--- src/verilog/gpr_config.svh ---
`ifndef GPR_CONFIG_SVH
`define GPR_CONFIG_SVH

// ----------------------------------------
// Register file geometry
// ----------------------------------------

// Architectural integer registers
// Entry 0 is the hardwired zero register
`define GPR_NUM_ENTRIES 32

// Register width for a 64-bit core
`define GPR_XLEN 64

// Index width, log2 of the entry count
`define GPR_IDX_W 5

// ----------------------------------------
// Port counts
// ----------------------------------------

// Operand read ports seen by decode
`define GPR_NUM_READ 3

`endif

--- src/verilog/gpr_pkg.sv ---
`include "gpr_config.svh"

package gpr_pkg;

  // ----------------------------------------
  // Scalar types
  // ----------------------------------------

  // Register index as seen by decode and write-back
  typedef logic [`GPR_IDX_W-1:0] gpr_idx_t;

  // One register value
  typedef logic [`GPR_XLEN-1:0] gpr_data_t;

  // One bit per architectural entry
  typedef logic [`GPR_NUM_ENTRIES-1:0] gpr_entry_vec_t;

  // ----------------------------------------
  // Write-back request and control
  // ----------------------------------------

  // Write request from one write-back port
  typedef struct packed {
    logic      vld;
    gpr_idx_t  idx;
    gpr_data_t data;
  } gpr_wb_req_t;

  // Decoded per-entry write control
  // sel picks port 1 data for an entry
  typedef struct packed {
    gpr_entry_vec_t en;
    gpr_entry_vec_t sel;
  } gpr_wr_ctrl_t;

  // All entries' current values, entry 0 in the low slice
  typedef gpr_data_t [`GPR_NUM_ENTRIES-1:0] gpr_bank_t;

endpackage

--- src/verilog/gpr_wb_ctrl.sv ---
`include "gpr_config.svh"

// Write-back decode for the two write ports
// Turns each request into a per-entry hit vector and merges them
module gpr_wb_ctrl (
  input  gpr_pkg::gpr_wb_req_t  wb0_req,
  input  gpr_pkg::gpr_wb_req_t  wb1_req,
  output gpr_pkg::gpr_wr_ctrl_t wr_ctrl
);

  // ----------------------------------------
  // Request decode
  // ----------------------------------------

  // One-hot hit of a valid request
  // Entry 0 never gets a hit so the zero register is never written
  function automatic gpr_pkg::gpr_entry_vec_t decode_req(
    input gpr_pkg::gpr_wb_req_t req
  );
    gpr_pkg::gpr_entry_vec_t hit;
    hit = '0;
    for (int i = 1; i < `GPR_NUM_ENTRIES; i++)
    begin
      if (req.vld && (req.idx == gpr_pkg::gpr_idx_t'(i)))
      begin
        hit[i] = 1'b1;
      end
    end
    return hit;
  endfunction

  gpr_pkg::gpr_entry_vec_t wb0_hit;
  gpr_pkg::gpr_entry_vec_t wb1_hit;

  assign wb0_hit = decode_req(wb0_req);
  assign wb1_hit = decode_req(wb1_req);

  // ----------------------------------------
  // Merge and priority
  // ----------------------------------------

  // Any port hitting an entry enables it
  // Port 1 hit selects port 1 data, which also settles a collision
  always_comb
  begin
    wr_ctrl.en  = wb0_hit | wb1_hit;
    wr_ctrl.sel = wb1_hit;
  end

endmodule
--- config.mk ---
export PLATFORM = sky130hd
export DESIGN_NAME = gpr_wb_ctrl
export DESIGN_NICKNAME = d
export VERILOG_FILES = /design/src/verilog/gpr_pkg.sv /design/src/verilog/gpr_wb_ctrl.sv
export VERILOG_INCLUDE_DIRS = /design/src /design/src/verilog
export SDC_FILE = /design/constraint.sdc
export NUM_CORES = 1
export LEC_CHECK = 0
export BUFFER_PORTS_ARGS = -buffer_cell sky130_fd_sc_hd__buf_4
export CORE_AREA = 8 8 72 74
export DETAILED_ROUTE_END_ITERATION = 10
export DIE_AREA = 0 0 80 82
export PLACE_DENSITY = 0.82
export SYNTH_ARGS = -nofsm -noshare
export SYNTH_HDL_FRONTEND = slang
export SYNTH_SLANG_ARGS = --single-unit
--- constraint.sdc ---
create_clock -name vclk -period 4.5
set_input_delay 0.9 -clock vclk [all_inputs]
set_output_delay 0.9 -clock vclk [all_outputs]
set_load 0.02 [all_outputs]
==> out/qor.csv <==
metric,value,unit
Final nets,304,
share of layout cells above drive strength 1,0.4815,
Multi-input gate area,534.3,µm²
final wirelength,3827,µm
"Cell Chain, Critical Path","buf_4, or4b_1, o22ai_2, buf_4",
Comb pwr share,1.000,
vias in the first global route,1133,
Crit path required time,3.60,ns
FMAX,331.0,MHz
Worst Setup End Kind,primary output,
Slew headroom,0.5395,
period utilization,0.6713,
FFs & Latches,0,
Internal Power,26.84,µW
switch share,0.6390,
GRT overflow,0,
Seq pwr share,0,
first-pass GRT wire length,5485,µm
Net Switching,47.52,µW
Residual DRC,0,
Setup crit start kind,input port,
overall global routing resource usage,0.1028,
initial antenna violation count,0,
# rows,24,
max-slew violations,0,
Die Y,82,µm
combinational family with the most area after synthesis,simple AND/OR/NAND/NOR gates,
largest net degree at the start of global routing,17,
CP max-delay cell,or4b_1,
WL per Instance,17.88,µm
Synth Area in Adders,0,
routability cong.,0.7836,
"Warnings, synthesis",0,
Hold Path Stages,4,
cts hold-fix bufs,0,
filler cell count,468,
# IOs,204,
Vias per Instance,5.075,
Synth Area in Compound Gates,0.3407,
Antenna Nets Post-Route,0,
register area,0,µm²
multiplexer share of the synthesized area,0,
post-synth top area cell,o22ai_1,
Synth top area share,0.2806,
number of vias in the routed layout,1086,
Worst Path Arrival,2.12,ns
final setup vio count,0,
Pwr Density,64.39,nW/µm²
worst min-delay path category,input port to primary output,
CORE AREA,4144,µm²
status,"finished, final reports clean",
Setup TNS Final,0,ns
hold slack,2.320,ns
VDD IR max,0.00004203,V
CP dominant cell by count,buf_4,
Synth Area in Simple Gates,0.5030,
Leak Pwr,0.5136,nW
initial drt markers,57,
Synth Area in XOR/XNOR,0,
DP Wirelength,3034,µm
Starting Density,0.1507,
Worst Path Max Fanout,8,
antenna diode count,0,
total die area,6560,µm²
DR pass1 iterations,4,
Worst path max stage delay,0.70,ns
RSZ-0062 raised after global routing,no,
Worst-Margin Slew,0.6908,ns
PortBufs,74,
Tmin final,3.021,ns
sequential share of the synthesized area,0,
post-synthesis cell count,107,
Setup CP Type,input port to primary output,
area delta synth->final,84.97,%
Clock power frac,0,
max cap viols,0,
clock buffers,0,
synth unique cells,16,
Die Width,80,µm
largest cells by area after synthesis,"o22ai_1 (28%), nor2_1 (19%), nand4bb_1 (11%), clkbuf_1 (8.4%), nand4b_1 (8.4%)",
Mapped Area,624.3,µm²
Mapped Avg Cell Area,5.835,µm²
"Hold Vio Cnt, Final",0,
Post-CTS Setup Bufs,0,
post-CTS sizing,0,
## per-layer routing
metal | track usage | vias to the layer above | part of all wire
met2 | 0.1544 | 92 | 0.41
met1 | 0.1248 | 488 | 0.41
met4 | 0.01818 | 0 | 0
li1 | - | 506 | -
met5 | 0 | - | 0
met3 | 0.06018 | 0 | 0.17
## cell families (layout without fill, tap and decap cells)
kind of cell    Yosys count  after routing
compound gates           31             31
buf+inv                  20             74
other cells               1              2
simple gates             55             55
## area by class of cell
class / count / area share
Multi-Input combinational cell: 88 / 0.4626
Tap cell: 52 / 0.05634
Timing Repair Buffer: 74 / 0.4810
## power by group through the flow
| stage | Clock [mW] | Sequential, mW | Combinational [mW] |
|---|---|---|---|
| final | 0 | 0 | 0.0744 |
| after global routing | 0 | 0 | 0.0795 |
| after CTS | 0 | 0 | 0.0739 |
| after detailed placement | 0 | 0 | 0.0737 |
| after global placement | 0 | 0 | 0.0731 |
| after floorplan | 0 | 0 | 0.0460 |
## worst max-delay path, delay by kind of cell
family | cells | cell delay (ns)
AND/OR/NAND/NOR | 1 | 0.70
buffers and inverters | 2 | 0.30
AO/OA/AOI/OAI | 1 | 0.21
## final timing paths
| check | from | endpoint | slack (ns) |
|---|---|---|---|
| setup / recovery | wb1_req[68] | wr_ctrl[36] | 1.48 |
| hold / removal | wb0_req[66] | wr_ctrl[33] | 2.32 |
## synth_stat cells (all sizes together)
| master | number |
|---|---|
| nand4 | 2 |
| nand2b | 4 |
| or2 | 2 |
| nand4b | 6 |
| nand2 | 2 |
| nor2 | 31 |
| nand4bb | 6 |
| clkbuf | 14 |
| o22ai | 31 |
| buf | 6 |
| or4b | 2 |
| conb | 1 |
## placed cells by master (no fill, tap or decap)
cell	instances
buf_4	74
conb_1	2
nand2_1	2
nand2b_1	4
nand4_1	2
nand4b_1	6
nand4bb_1	6
nor2_1	31
o22ai_1	28
o22ai_2	3
or2_1	1
or2_2	1
or4b_1	2
## stage by stage
stage | cells | util | instance area (µm²) | setup slack (ns) | power [mW]
6_report | 214 | 0.2787 | 1155 | 1.479 | 0.07436
4_1_cts | 214 | 0.2787 | 1155 | 1.476 | 0.07391
2_1_floorplan | 108 | - | 628.1 | 1.633 | 0.04602
3_5_place_dp | 214 | 0.2787 | 1155 | 1.482 | 0.07375
3_3_place_gp | 214 | 0.2787 | 1155 | 1.497 | 0.07310
5_1_grt | 214 | 0.2787 | 1155 | 1.443 | 0.07954
(Power assumes the default switching activity.)
